[src/common/issuePkg.sv]
package issuePkg;

  // Instruction word layout
  localparam int INSTR_W = 16;
  localparam int OPC_MSB = 15;
  localparam int OPC_LSB = 11;
  localparam int REG_W = 3;

  typedef logic [INSTR_W-1:0] instrT;
  typedef logic [OPC_MSB-OPC_LSB:0] opcodeT;
  typedef logic [REG_W-1:0] regIdT;

  // Host bus word addresses
  typedef logic [1:0] wbAddrT;

  localparam wbAddrT ADDR_INSTR = 2'd0;   // Write pushes an instruction
  localparam wbAddrT ADDR_STATUS = 2'd1;  // Read returns status
  localparam wbAddrT ADDR_RESUME = 2'd2;  // Write with go bit leaves HALTED

  // Go bit in the resume command word
  localparam int RESUME_BIT = 0;

  // Instruction queue
  localparam int QUEUE_DEPTH = 4;

  typedef logic [$clog2(QUEUE_DEPTH):0] queueCountT;
  typedef logic [$clog2(QUEUE_DEPTH)-1:0] queuePtrT;

  // In-flight stages behind issue (EX, MEM, WB)
  localparam int SB_DEPTH = 3;

  // Special opcodes and registers
  localparam opcodeT OP_HALT = 5'b00000;
  localparam regIdT LINK_REG = 3'd7;  // R7 holds the return address

  // Stall counter saturates instead of wrapping
  typedef logic [7:0] stallCountT;

  localparam stallCountT STALL_MAX = '1;

  // Status word fields
  localparam int STAT_COUNT_LSB = 0;
  localparam int STAT_HALT_BIT = 3;
  localparam int STAT_STALL_LSB = 8;

  // Issue control states
  typedef enum logic
  {
    RUN,
    HALTED
  } issueStateT;

endpackage
[src/rtl/issueUnit.sv]
`timescale 1ns/10ps

module issueUnit (
  input  logic             clk,
  input  logic             rstN,
  input  logic             cyc,
  input  logic             stb,
  input  logic             we,
  input  issuePkg::wbAddrT adr,
  input  issuePkg::instrT  datIn,
  output logic             ack,
  output issuePkg::instrT  datOut,
  output logic             issueValid,
  output issuePkg::instrT  issueInstr,
  output issuePkg::regIdT  issueWrReg,
  output logic             issueWrValid,
  input  logic             issueReady
);

  issuePkg::queueCountT count;
  issuePkg::regIdT      srcA;
  issuePkg::regIdT      srcB;
  logic                 srcAValid;
  logic                 srcBValid;
  logic                 empty;
  logic                 full;
  logic                 push;
  logic                 pop;
  logic                 hazard;

  instrQueue u_instrQueue (
    .clk      (clk),
    .rstN     (rstN),
    .push     (push),
    .pushData (datIn),
    .pop      (pop),
    .headData (issueInstr),  // Head is presented downstream
    .empty    (empty),
    .full     (full),
    .count    (count)
  );

  regIdDecode u_regIdDecode (
    .instr     (issueInstr),
    .srcA      (srcA),
    .srcAValid (srcAValid),
    .srcB      (srcB),
    .srcBValid (srcBValid),
    .wrReg     (issueWrReg),
    .wrValid   (issueWrValid)
  );

  hazardScoreboard u_hazardScoreboard (
    .clk        (clk),
    .rstN       (rstN),
    .enter      (pop),  // Transfer records the destination
    .enterReg   (issueWrReg),
    .enterValid (issueWrValid),
    .srcA       (srcA),
    .srcAValid  (srcAValid),
    .srcB       (srcB),
    .srcBValid  (srcBValid),
    .hazard     (hazard)
  );

  issueCtrl u_issueCtrl (
    .clk        (clk),
    .rstN       (rstN),
    .cyc        (cyc),
    .stb        (stb),
    .we         (we),
    .adr        (adr),
    .datIn      (datIn),
    .ack        (ack),
    .datOut     (datOut),
    .empty      (empty),
    .full       (full),
    .count      (count),
    .headOpcode (issueInstr[issuePkg::OPC_MSB:issuePkg::OPC_LSB]),
    .hazard     (hazard),
    .issueReady (issueReady),
    .issueValid (issueValid),
    .push       (push),
    .pop        (pop)
  );

endmodule

[src/rtl/issueCtrl.sv]
`timescale 1ns/10ps

module issueCtrl (
  input  logic                 clk,
  input  logic                 rstN,
  input  logic                 cyc,
  input  logic                 stb,
  input  logic                 we,
  input  issuePkg::wbAddrT     adr,
  input  issuePkg::instrT      datIn,
  output logic                 ack,
  output issuePkg::instrT      datOut,
  input  logic                 empty,
  input  logic                 full,
  input  issuePkg::queueCountT count,
  input  issuePkg::opcodeT     headOpcode,
  input  logic                 hazard,
  input  logic                 issueReady,
  output logic                 issueValid,
  output logic                 push,
  output logic                 pop
);

  issuePkg::issueStateT state;
  issuePkg::issueStateT stateNext;
  issuePkg::stallCountT stallCount;
  logic                 wbReq;
  logic                 instrWrite;
  logic                 resumeWrite;
  logic                 stallCycle;

  assign wbReq      = cyc & stb & ~ack;  // New request, not the ack cycle
  assign instrWrite = we & (adr == issuePkg::ADDR_INSTR);

  // Push to a full queue waits here without ack
  always_ff @(posedge clk)
  begin
    if (!rstN)
    begin
      ack <= 1'b0;
    end
    else
    begin
      ack <= wbReq & ~(instrWrite & full);
    end
  end

  assign push        = ack & cyc & stb & instrWrite;
  assign resumeWrite = ack & cyc & stb & we & (adr == issuePkg::ADDR_RESUME) &
                       datIn[issuePkg::RESUME_BIT];

  always_comb
  begin
    datOut = '0;
    if (adr == issuePkg::ADDR_STATUS)
    begin
      datOut[issuePkg::STAT_COUNT_LSB +: $bits(count)]      = count;
      datOut[issuePkg::STAT_HALT_BIT]                       = (state == issuePkg::HALTED);
      datOut[issuePkg::STAT_STALL_LSB +: $bits(stallCount)] = stallCount;
    end
  end

  // Issue decision
  assign issueValid = ~empty & (state == issuePkg::RUN) & ~hazard;
  assign pop        = issueValid & issueReady;  // Transfer
  assign stallCycle = ~empty & (state == issuePkg::RUN) & issueReady & hazard;

  always_comb
  begin
    stateNext = state;
    case (state)
      issuePkg::RUN:
      begin
        if (pop && (headOpcode == issuePkg::OP_HALT))
        begin
          stateNext = issuePkg::HALTED;
        end
      end
      issuePkg::HALTED:
      begin
        if (resumeWrite)
        begin
          stateNext = issuePkg::RUN;
        end
      end
      default: stateNext = issuePkg::RUN;
    endcase
  end

  always_ff @(posedge clk)
  begin
    if (!rstN)
    begin
      state      <= issuePkg::RUN;
      stallCount <= '0;
    end
    else
    begin
      state <= stateNext;
      if (stallCycle && (stallCount != issuePkg::STALL_MAX))
      begin
        stallCount <= stallCount + 1'b1;  // Sticks at max
      end
    end
  end

endmodule

[src/rtl/hazardScoreboard.sv]
`timescale 1ns/10ps

module hazardScoreboard (
  input  logic            clk,
  input  logic            rstN,
  input  logic            enter,
  input  issuePkg::regIdT enterReg,
  input  logic            enterValid,
  input  issuePkg::regIdT srcA,
  input  logic            srcAValid,
  input  issuePkg::regIdT srcB,
  input  logic            srcBValid,
  output logic            hazard
);

  // Slot 0 is EX, slot SB_DEPTH-1 is WB
  issuePkg::regIdT                slotReg [issuePkg::SB_DEPTH];
  logic [issuePkg::SB_DEPTH-1:0]  slotValid;

  always_ff @(posedge clk)
  begin
    slotReg[0] <= enterReg;
    for (int i = 1; i < issuePkg::SB_DEPTH; i++)
    begin
      slotReg[i] <= slotReg[i-1];
    end
  end

  // A bubble enters whenever nothing is issued
  always_ff @(posedge clk)
  begin
    if (!rstN)
    begin
      slotValid <= '0;
    end
    else
    begin
      slotValid <= {slotValid[issuePkg::SB_DEPTH-2:0], enter & enterValid};
    end
  end

  // RAW check of both head sources against every in-flight writer
  always_comb
  begin
    hazard = 1'b0;
    for (int i = 0; i < issuePkg::SB_DEPTH; i++)
    begin
      if (slotValid[i])
      begin
        if (srcAValid && (srcA == slotReg[i]))
        begin
          hazard = 1'b1;
        end
        if (srcBValid && (srcB == slotReg[i]))
        begin
          hazard = 1'b1;
        end
      end
    end
  end

endmodule

[src/rtl/instrQueue.sv]
`timescale 1ns/10ps

module instrQueue (
  input  logic                 clk,
  input  logic                 rstN,
  input  logic                 push,
  input  issuePkg::instrT      pushData,
  input  logic                 pop,
  output issuePkg::instrT      headData,
  output logic                 empty,
  output logic                 full,
  output issuePkg::queueCountT count
);

  issuePkg::instrT    mem [issuePkg::QUEUE_DEPTH];
  issuePkg::queuePtrT wrPtr;
  issuePkg::queuePtrT rdPtr;
  logic               doPush;
  logic               doPop;

  assign empty = (count == '0);
  assign full  = (count == issuePkg::queueCountT'(issuePkg::QUEUE_DEPTH));

  assign doPush = push & ~full;  // Overflow guard
  assign doPop  = pop & ~empty;

  assign headData = mem[rdPtr];

  // Storage
  always_ff @(posedge clk)
  begin
    if (doPush)
    begin
      mem[wrPtr] <= pushData;
    end
  end

  // Pointers wrap at the power-of-two depth
  always_ff @(posedge clk)
  begin
    if (!rstN)
    begin
      wrPtr <= '0;
      rdPtr <= '0;
      count <= '0;
    end
    else
    begin
      if (doPush)
      begin
        wrPtr <= wrPtr + 1'b1;
      end
      if (doPop)
      begin
        rdPtr <= rdPtr + 1'b1;
      end
      case ({doPush, doPop})
        2'b10:   count <= count + 1'b1;
        2'b01:   count <= count - 1'b1;
        default: count <= count;  // Both or neither
      endcase
    end
  end

endmodule

[src/regIdDecode/regIdDecode.sv]
`timescale 1ns/10ps

module regIdDecode (
  input  issuePkg::instrT instr,
  output issuePkg::regIdT srcA,
  output logic            srcAValid,
  output issuePkg::regIdT srcB,
  output logic            srcBValid,
  output issuePkg::regIdT wrReg,
  output logic            wrValid
);

  issuePkg::opcodeT opcode;
  issuePkg::regIdT  rsField;
  issuePkg::regIdT  rtField;
  issuePkg::regIdT  rdField;

  assign opcode  = instr[issuePkg::OPC_MSB:issuePkg::OPC_LSB];
  assign rsField = instr[10:8];
  assign rtField = instr[7:5];
  assign rdField = instr[4:2];

  always_comb
  begin
    // Nothing read or written unless a class says so
    srcA      = '0;
    srcAValid = 1'b0;
    srcB      = '0;
    srcBValid = 1'b0;
    wrReg     = '0;
    wrValid   = 1'b0;
    casez (opcode)
      5'b000??:  // HALT NOP SIIC RTI
      begin
      end
      5'b010??:  // ADDI SUBI XORI ANDNI
      begin
        srcA      = rsField;
        srcAValid = 1'b1;
        wrReg     = rtField;  // Immediate format writes bits 7:5
        wrValid   = 1'b1;
      end
      5'b101??:  // ROLI SLLI RORI SRLI
      begin
        srcA      = rsField;
        srcAValid = 1'b1;
        wrReg     = rtField;
        wrValid   = 1'b1;
      end
      5'b1101?,  // ADD SUB XOR ANDN ROL SLL ROR SRL
      5'b111??:  // SEQ SLT SLE SCO
      begin
        srcA      = rsField;
        srcAValid = 1'b1;
        srcB      = rtField;
        srcBValid = 1'b1;
        wrReg     = rdField;
        wrValid   = 1'b1;
      end
      5'b11001:  // BTR
      begin
        srcA      = rsField;
        srcAValid = 1'b1;
        wrReg     = rdField;
        wrValid   = 1'b1;
      end
      5'b011??,  // BEQZ BNEZ BLTZ BGEZ
      5'b00101:  // JR
      begin
        srcA      = rsField;
        srcAValid = 1'b1;
      end
      5'b11000:  // LBI
      begin
        wrReg   = rsField;
        wrValid = 1'b1;
      end
      5'b10010:  // SLBI reads and writes the same register
      begin
        srcA      = rsField;
        srcAValid = 1'b1;
        wrReg     = rsField;
        wrValid   = 1'b1;
      end
      5'b10000:  // ST
      begin
        srcA      = rsField;
        srcAValid = 1'b1;
        srcB      = rtField;
        srcBValid = 1'b1;
      end
      5'b10001:  // LD
      begin
        srcA      = rsField;
        srcAValid = 1'b1;
        wrReg     = rtField;
        wrValid   = 1'b1;
      end
      5'b10011:  // STU updates the base register
      begin
        srcA      = rsField;
        srcAValid = 1'b1;
        srcB      = rtField;
        srcBValid = 1'b1;
        wrReg     = rsField;
        wrValid   = 1'b1;
      end
      5'b00100:  // J
      begin
      end
      5'b00110:  // JAL
      begin
        srcB      = issuePkg::LINK_REG;
        srcBValid = 1'b1;
        wrReg     = issuePkg::LINK_REG;
        wrValid   = 1'b1;
      end
      5'b00111:  // JALR
      begin
        srcA      = rsField;
        srcAValid = 1'b1;
        srcB      = issuePkg::LINK_REG;
        srcBValid = 1'b1;
        wrReg     = issuePkg::LINK_REG;
        wrValid   = 1'b1;
      end
      default:
      begin
        // Unknown opcode touches no register
      end
    endcase
  end

endmodule

[config.mk]
export PLATFORM = sky130hd
export DESIGN_NAME = issueUnit
export DESIGN_NICKNAME = d
export VERILOG_FILES = /design/src/common/issuePkg.sv /design/src/rtl/issueUnit.sv /design/src/rtl/issueCtrl.sv /design/src/rtl/hazardScoreboard.sv /design/src/rtl/instrQueue.sv /design/src/regIdDecode/regIdDecode.sv
export SDC_FILE = /design/constraint.sdc
export NUM_CORES = 1
export LEC_CHECK = 0
export CAP_MARGIN = 20
export CORE_ASPECT_RATIO = 1.5
export CORE_MARGIN = 3
export CORE_UTILIZATION = 43
export DETAILED_ROUTE_END_ITERATION = 6
export DONT_BUFFER_PORTS = 1
export GPL_TIMING_DRIVEN = 0
export MAX_ROUTING_LAYER = met4
export SETUP_SLACK_MARGIN = 0.4
export SLEW_MARGIN = 20
export SYNTH_ARGS = -nofsm -noshare
export SYNTH_HDL_FRONTEND = slang
export SYNTH_SLANG_ARGS = --single-unit
[constraint.sdc]
create_clock -name clk -period 7.75 [get_ports clk]
set_input_delay 1.9375 -clock clk [delete_from_list [all_inputs] [get_ports clk]]
set_output_delay 1.9375 -clock clk [all_outputs]
set_load 0.02 [all_outputs]
## After elaboration in Yosys (flattened, before gate mapping)

Memories as Yosys holds them, arrays and structs flattened. A register that Yosys moved wholly into a read port is not among the register bits.
Index checks and enable logic that the tools add are counted.
Widths: inputs -> output; s select.

- Register bits after elaboration: 20
- Word-level logic and storage cells: 110
- Input port bits: 24
- Bits in writable memories: 73
- Memories: 2

- Add/subtract/negate cells: 5
- Bitwise gates (word level): 25
- Reductions and logical operators: 20
- Mux-type cells: 25
- Eq/ne operators: 26

Memories:

| memory | depth | width | read ports | clocked after Yosys merged registers in | write ports | line | text |
|---|---|---|---|---|---|---|---|
| u_instrQueue.mem | 4 | 16 | 1 | 1 | 1 | instrQueue.sv:15 | `issuePkg::instrT mem [issuePkg::QUEUE_DEPTH];` |
| u_hazardScoreboard.slotReg | 3 | 3 | 3 | 0 | 3 | hazardScoreboard.sv:17 | `issuePkg::regIdT slotReg [issuePkg::SB_DEPTH];` |

Operators with widths:

| kind | count |
|---|---|
| $eq 5x5->1 const B | 6 |
| $and 1x1->1 | 19 |
| $eq 3x3->1 | 6 |
| $mux 1 | 16 |
| $eq 5x3->1 const B | 3 |
| $pmux 3 s2 | 2 |
| $pmux 3 s4 | 1 |
| $reduce_or 12->1 | 1 |
| $reduce_or 11->1 | 1 |
| $eq 3x3->1 const B | 3 |
| $reduce_or 3->1 | 3 |
| $add 8x1->8 const B | 1 |
| $logic_and 1x1->1 | 8 |
| $mux 8 | 1 |
| $ne 8x8->1 const B | 1 |
| $eq 3x2->1 const B | 2 |
| $not 1->1 | 6 |
| $reduce_or 6->1 | 1 |
| $logic_not 5->1 | 1 |
| $add 2x1->2 const B | 2 |
| $eq 2x1->1 const B | 2 |
| $eq 2x2->1 const B | 2 |
| $eq 4x4->1 const B | 1 |
| $mux 2 | 2 |
| other kinds (10) | 10 |

## Depth between registers and ports, before layout

- Depth in word-level cells: 20
- Gate-level depth with buffers: 17
- Mapped depth without buffers: 13

## Cells and area by module

Synthesis repeated with hierarchy kept, for this count alone.

- Cell total of the unflattened synthesis: 307
- Area, all modules: 4280.4 um^2

Modules (own cells, without submodules):

| module | instances | area each (um^2) | sequential area each (um^2) | cells an instance |
|---|---|---|---|---|
| instrQueue | 1 | 2817.7 | 2102.0 | 138 |
| issueCtrl | 1 | 659.4 | 200.2 | 79 |
| hazardScoreboard | 1 | 479.2 | 240.2 | 43 |
| regIdDecode | 1 | 324.1 | 0.0 | 47 |

## Worst setup path after synthesis

Ideal clock, no wire load.

- Path type: reg2out
- Start: register with a tool-made name
- End: output issueValid
- Required time: 5.812 ns
- Data arrival time: 2.973 ns
- Cell stages (with the launch flop): 11
- Path buffers: 3
- Setup slack: 2.839 ns
- Path through: dfxtp_1 buf_6 mux4_2 or2_1 buf_6 o21ai_2 o2bb2ai_1 o32ai_1 a222oi_1 buf_6 and2_1

RTL lines:

| item | line | text |
|---|---|---|
| end: declaration | issueUnit.sv:13 | `output logic issueValid,` |

==> flow_metrics.env <==
export IMPL_syn_inst=307
export IMPL_layoutNonFillerInstCount=439
export IMPL_cts_buffers=9
export IMPL_synthDistinctLibCells=49
export IMPL_first_pass_iters=4
export IMPL_die_area_um2=11000
export IMPL_antenna_found_initial=0
export IMPL_rows=43
export IMPL_detailroute_via_count=2487
export IMPL_die_width_um=86.5
export IMPL_worst_path_max_fanout=10
export IMPL_achievable_frequency_mhz=180
export IMPL_drive_gt1_frac=0.153
export IMPL_timing_final_setup_violations=0
export IMPL_synth_seq_cells=95
export IMPL_dr_first_iter_drc_count=192
export IMPL_antenna_cells_inserted=0
export IMPL_drt_wirelength_per_cell_um=18.9
export IMPL_critPathKind="register to output pin"
export IMPL_crit_arrival_ps=3610
export IMPL_switching_power_mw=0.201
export IMPL_relSlewSlack=0.418
export IMPL_power_density_nw_per_um2=209
export IMPL_unrepaired_setup_endpoints_after_global_routing="false"
export IMPL_report_final_slew_viol_count=0
export IMPL_final_core_util=0.493
export IMPL_route_detailed_drc=0
export IMPL_avgViaCountPerCell=5.67
export IMPL_post_cts_resize_count=0
export IMPL_number_of_global_route_vias_before_repair=2500
export IMPL_nNetsFinal=353
export IMPL_p_leak_nw=1.53
export IMPL_hold_start="u_hazardScoreboard.slotReg[0][2]"
export IMPL_root_buffer="sky130_fd_sc_hd__clkbuf_16"
export IMPL_power_share_sequential=0.560
export IMPL_accumulated_negative_setup_slack_ps=0
export IMPL_async_flop_share=0
export IMPL_yosys_area_top_type_share=0.460
export IMPL_initial_core_util=0.447
export IMPL_leading_register_cell_type_out_of_synthesis="sky130_fd_sc_hd__edfxtp_1"
export IMPL_end_kind="output pin"
export IMPL_clock_sink_count=95
export IMPL_status="complete, no violations"
export IMPL_timing_reg2reg_worst_path_depth=17
export IMPL_irDropWorstVdd_uv=157
export IMPL_clock_power_share=0.425
export IMPL_hold_viol=0
export IMPL_grt_first_pass_wirelength_um=12800
export IMPL_grt_use_total=0.160
export IMPL_floorplan_io_pins=62
export IMPL_dp_cells=422
export IMPL_final_design_area_no_fill_um2=4620
export IMPL_cp_data_required_time_ps=5810
export IMPL_insertion_delay_ps=340
export IMPL_synth_area_leaders="sky130_fd_sc_hd__edfxtp_1 (46%), sky130_fd_sc_hd__dfxtp_1 (15%), sky130_fd_sc_hd__mux4_2 (8.6%)"
export IMPL_netlist_area_um2=4180
export IMPL_ant_nets=0
export IMPL_r2r_setup_slack_ps=3100
export IMPL_critPathLaunchType="register"
export IMPL_worstHoldPathCells=0
export IMPL_synthToLayoutAreaGrowth_pct=10.4
export IMPL_avgSynthCellArea_um2=13.6
export IMPL_final_wirelength_um=8300
export IMPL_post_cts_hold_buffer_count=0
export IMPL_cts_path_max_buffers=2
export IMPL_yosys_warnings=0
export IMPL_worst_hold_class="register to register"
export IMPL_reg2reg_to="u_instrQueue.count[2]"
export IMPL_clkSlewWorstSetupHoldPaths_ps=60
export IMPL_max_cap_violations=0
export IMPL_switching_share=0.208
export IMPL_synth_edff_count=64
export IMPL_cts_tree="yes"
export IMPL_timing_hold_worst_endpoint="u_hazardScoreboard.slotReg[0][5]"
export IMPL_post_synth_top_area_cell="sky130_fd_sc_hd__edfxtp_1"
export IMPL_placement_io_buffers=0
export IMPL_grt_overflow_total=0
export IMPL_finalWorstPathRequiredPeriod_ps=5550
export IMPL_place_gp_congestion=0.835
export IMPL_worst_pin_slew_ps=873
export IMPL_dieHeight_um=127
export IMPL_placement_cell_area_um2=4330
export IMPL_cts_setup_buffers=0
export IMPL_finalClockSkew_ps=8.04
export IMPL_dp_hpwl_um=5990
export IMPL_p_int_mw=0.766
export IMPL_layout_worst_path_cycle_share=0.716
export IMPL_ctsHtreeMaxLevel=3
export IMPL_synth_seq_area_share=0.608
export IMPL_p_comb_frac=0.015
export IMPL_fp_coreArea_um2=9360
export IMPL_grt_max_degree=18
[worst max path at each step]
stage	from	end	slack, ps
after floorplan	register	issueValid	2840
after global placement	register	issueValid	2220
after detailed placement	register	issueValid	2170
after CTS	register	issueValid	1760
after global routing	register	issueValid	1940
final	register	issueValid	2200
[power groups by stage]
stage	registers (mW)	clock network, mW	logic [mW]
floorplan	0.553	0	0.0118
global placement	0.553	0	0.0141
detailed placement	0.553	0	0.0143
CTS	0.542	0.420	0.0144
global route	0.542	0.443	0.0157
finish	0.542	0.411	0.0142
[layout by cell type, fill, tap and decap left out, types with 4 or more instances in the layout]
| cell | count |
|---|---|
| sky130_fd_sc_hd__a21oi_1 | 14 |
| sky130_fd_sc_hd__and2_1 | 19 |
| sky130_fd_sc_hd__and3_1 | 7 |
| sky130_fd_sc_hd__buf_2 | 5 |
| sky130_fd_sc_hd__buf_4 | 5 |
| sky130_fd_sc_hd__clkbuf_1 | 4 |
| sky130_fd_sc_hd__clkbuf_16 | 9 |
| sky130_fd_sc_hd__conb_1 | 4 |
| sky130_fd_sc_hd__dfxtp_1 | 31 |
| sky130_fd_sc_hd__edfxtp_1 | 64 |
| sky130_fd_sc_hd__ha_1 | 6 |
| sky130_fd_sc_hd__inv_1 | 14 |
| sky130_fd_sc_hd__mux2i_1 | 4 |
| sky130_fd_sc_hd__mux4_2 | 16 |
| sky130_fd_sc_hd__nand2_1 | 9 |
| sky130_fd_sc_hd__nand3_1 | 17 |
| sky130_fd_sc_hd__nand4b_1 | 4 |
| sky130_fd_sc_hd__nor2_1 | 7 |
| sky130_fd_sc_hd__o21ai_0 | 8 |
| sky130_fd_sc_hd__o31ai_1 | 7 |
| sky130_fd_sc_hd__or4_1 | 6 |
| sky130_fd_sc_hd__xnor2_1 | 13 |
[logic make-up (layout without fill, tap and decap cells)]
logic type      after synthesis  count (layout)  share of synthesized area
compound gates               50              50                     0.0811
xor+xnor                     15              15                     0.0314
fa+ha+maj                     7               7                     0.0227
buf+inv                      35              52                     0.0431
flops                        95              95                      0.608
mux                          20              20                     0.0958
other cells                   1               4                   0.000897
simple gates                 84              84                      0.117
[layer usage]
metal	global-route usage	wire length, µm
met5	-	0
met2	0.260	4260
met1	0.165	3140
met4	0.0972	280
met3	0.0533	623
[area by class of cell]
class,instances,area (µm²)
Fill cell,818,4740
Sequential cell,95,2540
Multi-Input combinational cell,180,1470
Clock buffer,9,225
Tap cell,112,140
Buffer,20,124
Inverter,15,56.3
Clock inverter,7,55.1
Timing Repair Buffer,1,5.00
[registers in the layout (all words and copies together), names as in the netlist, named ones only]
| name | cells |
|---|---|
| u_hazardScoreboard.slotReg | 9 |
| u_issueCtrl.state | 1 |
| u_instrQueue.mem | 64 |
| u_instrQueue.count | 3 |
| u_hazardScoreboard.slotValid | 3 |
| u_instrQueue.rdPtr | 2 |
| u_issueCtrl.ack | 1 |
| u_instrQueue.wrPtr | 2 |
| u_issueCtrl.stallCount | 8 |
[worst max-delay path, cell delays in order (launching register included)]
cell,delay [ps]
sky130_fd_sc_hd__dfxtp_1,320
sky130_fd_sc_hd__clkbuf_2,210
sky130_fd_sc_hd__buf_1,530
sky130_fd_sc_hd__mux4_2,530
sky130_fd_sc_hd__inv_1,210
sky130_fd_sc_hd__nand3_1,100
sky130_fd_sc_hd__nand4b_1,110
sky130_fd_sc_hd__o32ai_1,100
sky130_fd_sc_hd__a222oi_1,690
sky130_fd_sc_hd__buf_6,230
sky130_fd_sc_hd__and2_1,250
[synth_stat cells, types with 6 or more instances]
master	count
sky130_fd_sc_hd__xnor2_1	13
sky130_fd_sc_hd__o31ai_1	7
sky130_fd_sc_hd__and3_1	7
sky130_fd_sc_hd__nand2_1	9
sky130_fd_sc_hd__dfxtp_1	31
sky130_fd_sc_hd__o21ai_0	8
sky130_fd_sc_hd__a21oi_1	14
sky130_fd_sc_hd__or4_1	6
sky130_fd_sc_hd__nor2_1	7
sky130_fd_sc_hd__edfxtp_1	64
sky130_fd_sc_hd__mux4_2	16
sky130_fd_sc_hd__inv_1	14
sky130_fd_sc_hd__nand3_1	17
sky130_fd_sc_hd__ha_1	6
sky130_fd_sc_hd__and2_1	19
[through the flow]
| stage | power, mW | worst slack, ps | hold WS (ps) |
|---|---|---|---|
| after CTS | 0.976 | 1760 | 392 |
| after floorplan | 0.565 | 2840 | 375 |
| final | 0.967 | 2200 | 393 |
| after global routing | 1.00 | 1940 | 402 |
| after global placement | 0.567 | 2220 | 378 |
| after detailed placement | 0.567 | 2170 | 383 |
Power figures use the tool's default switching activity.
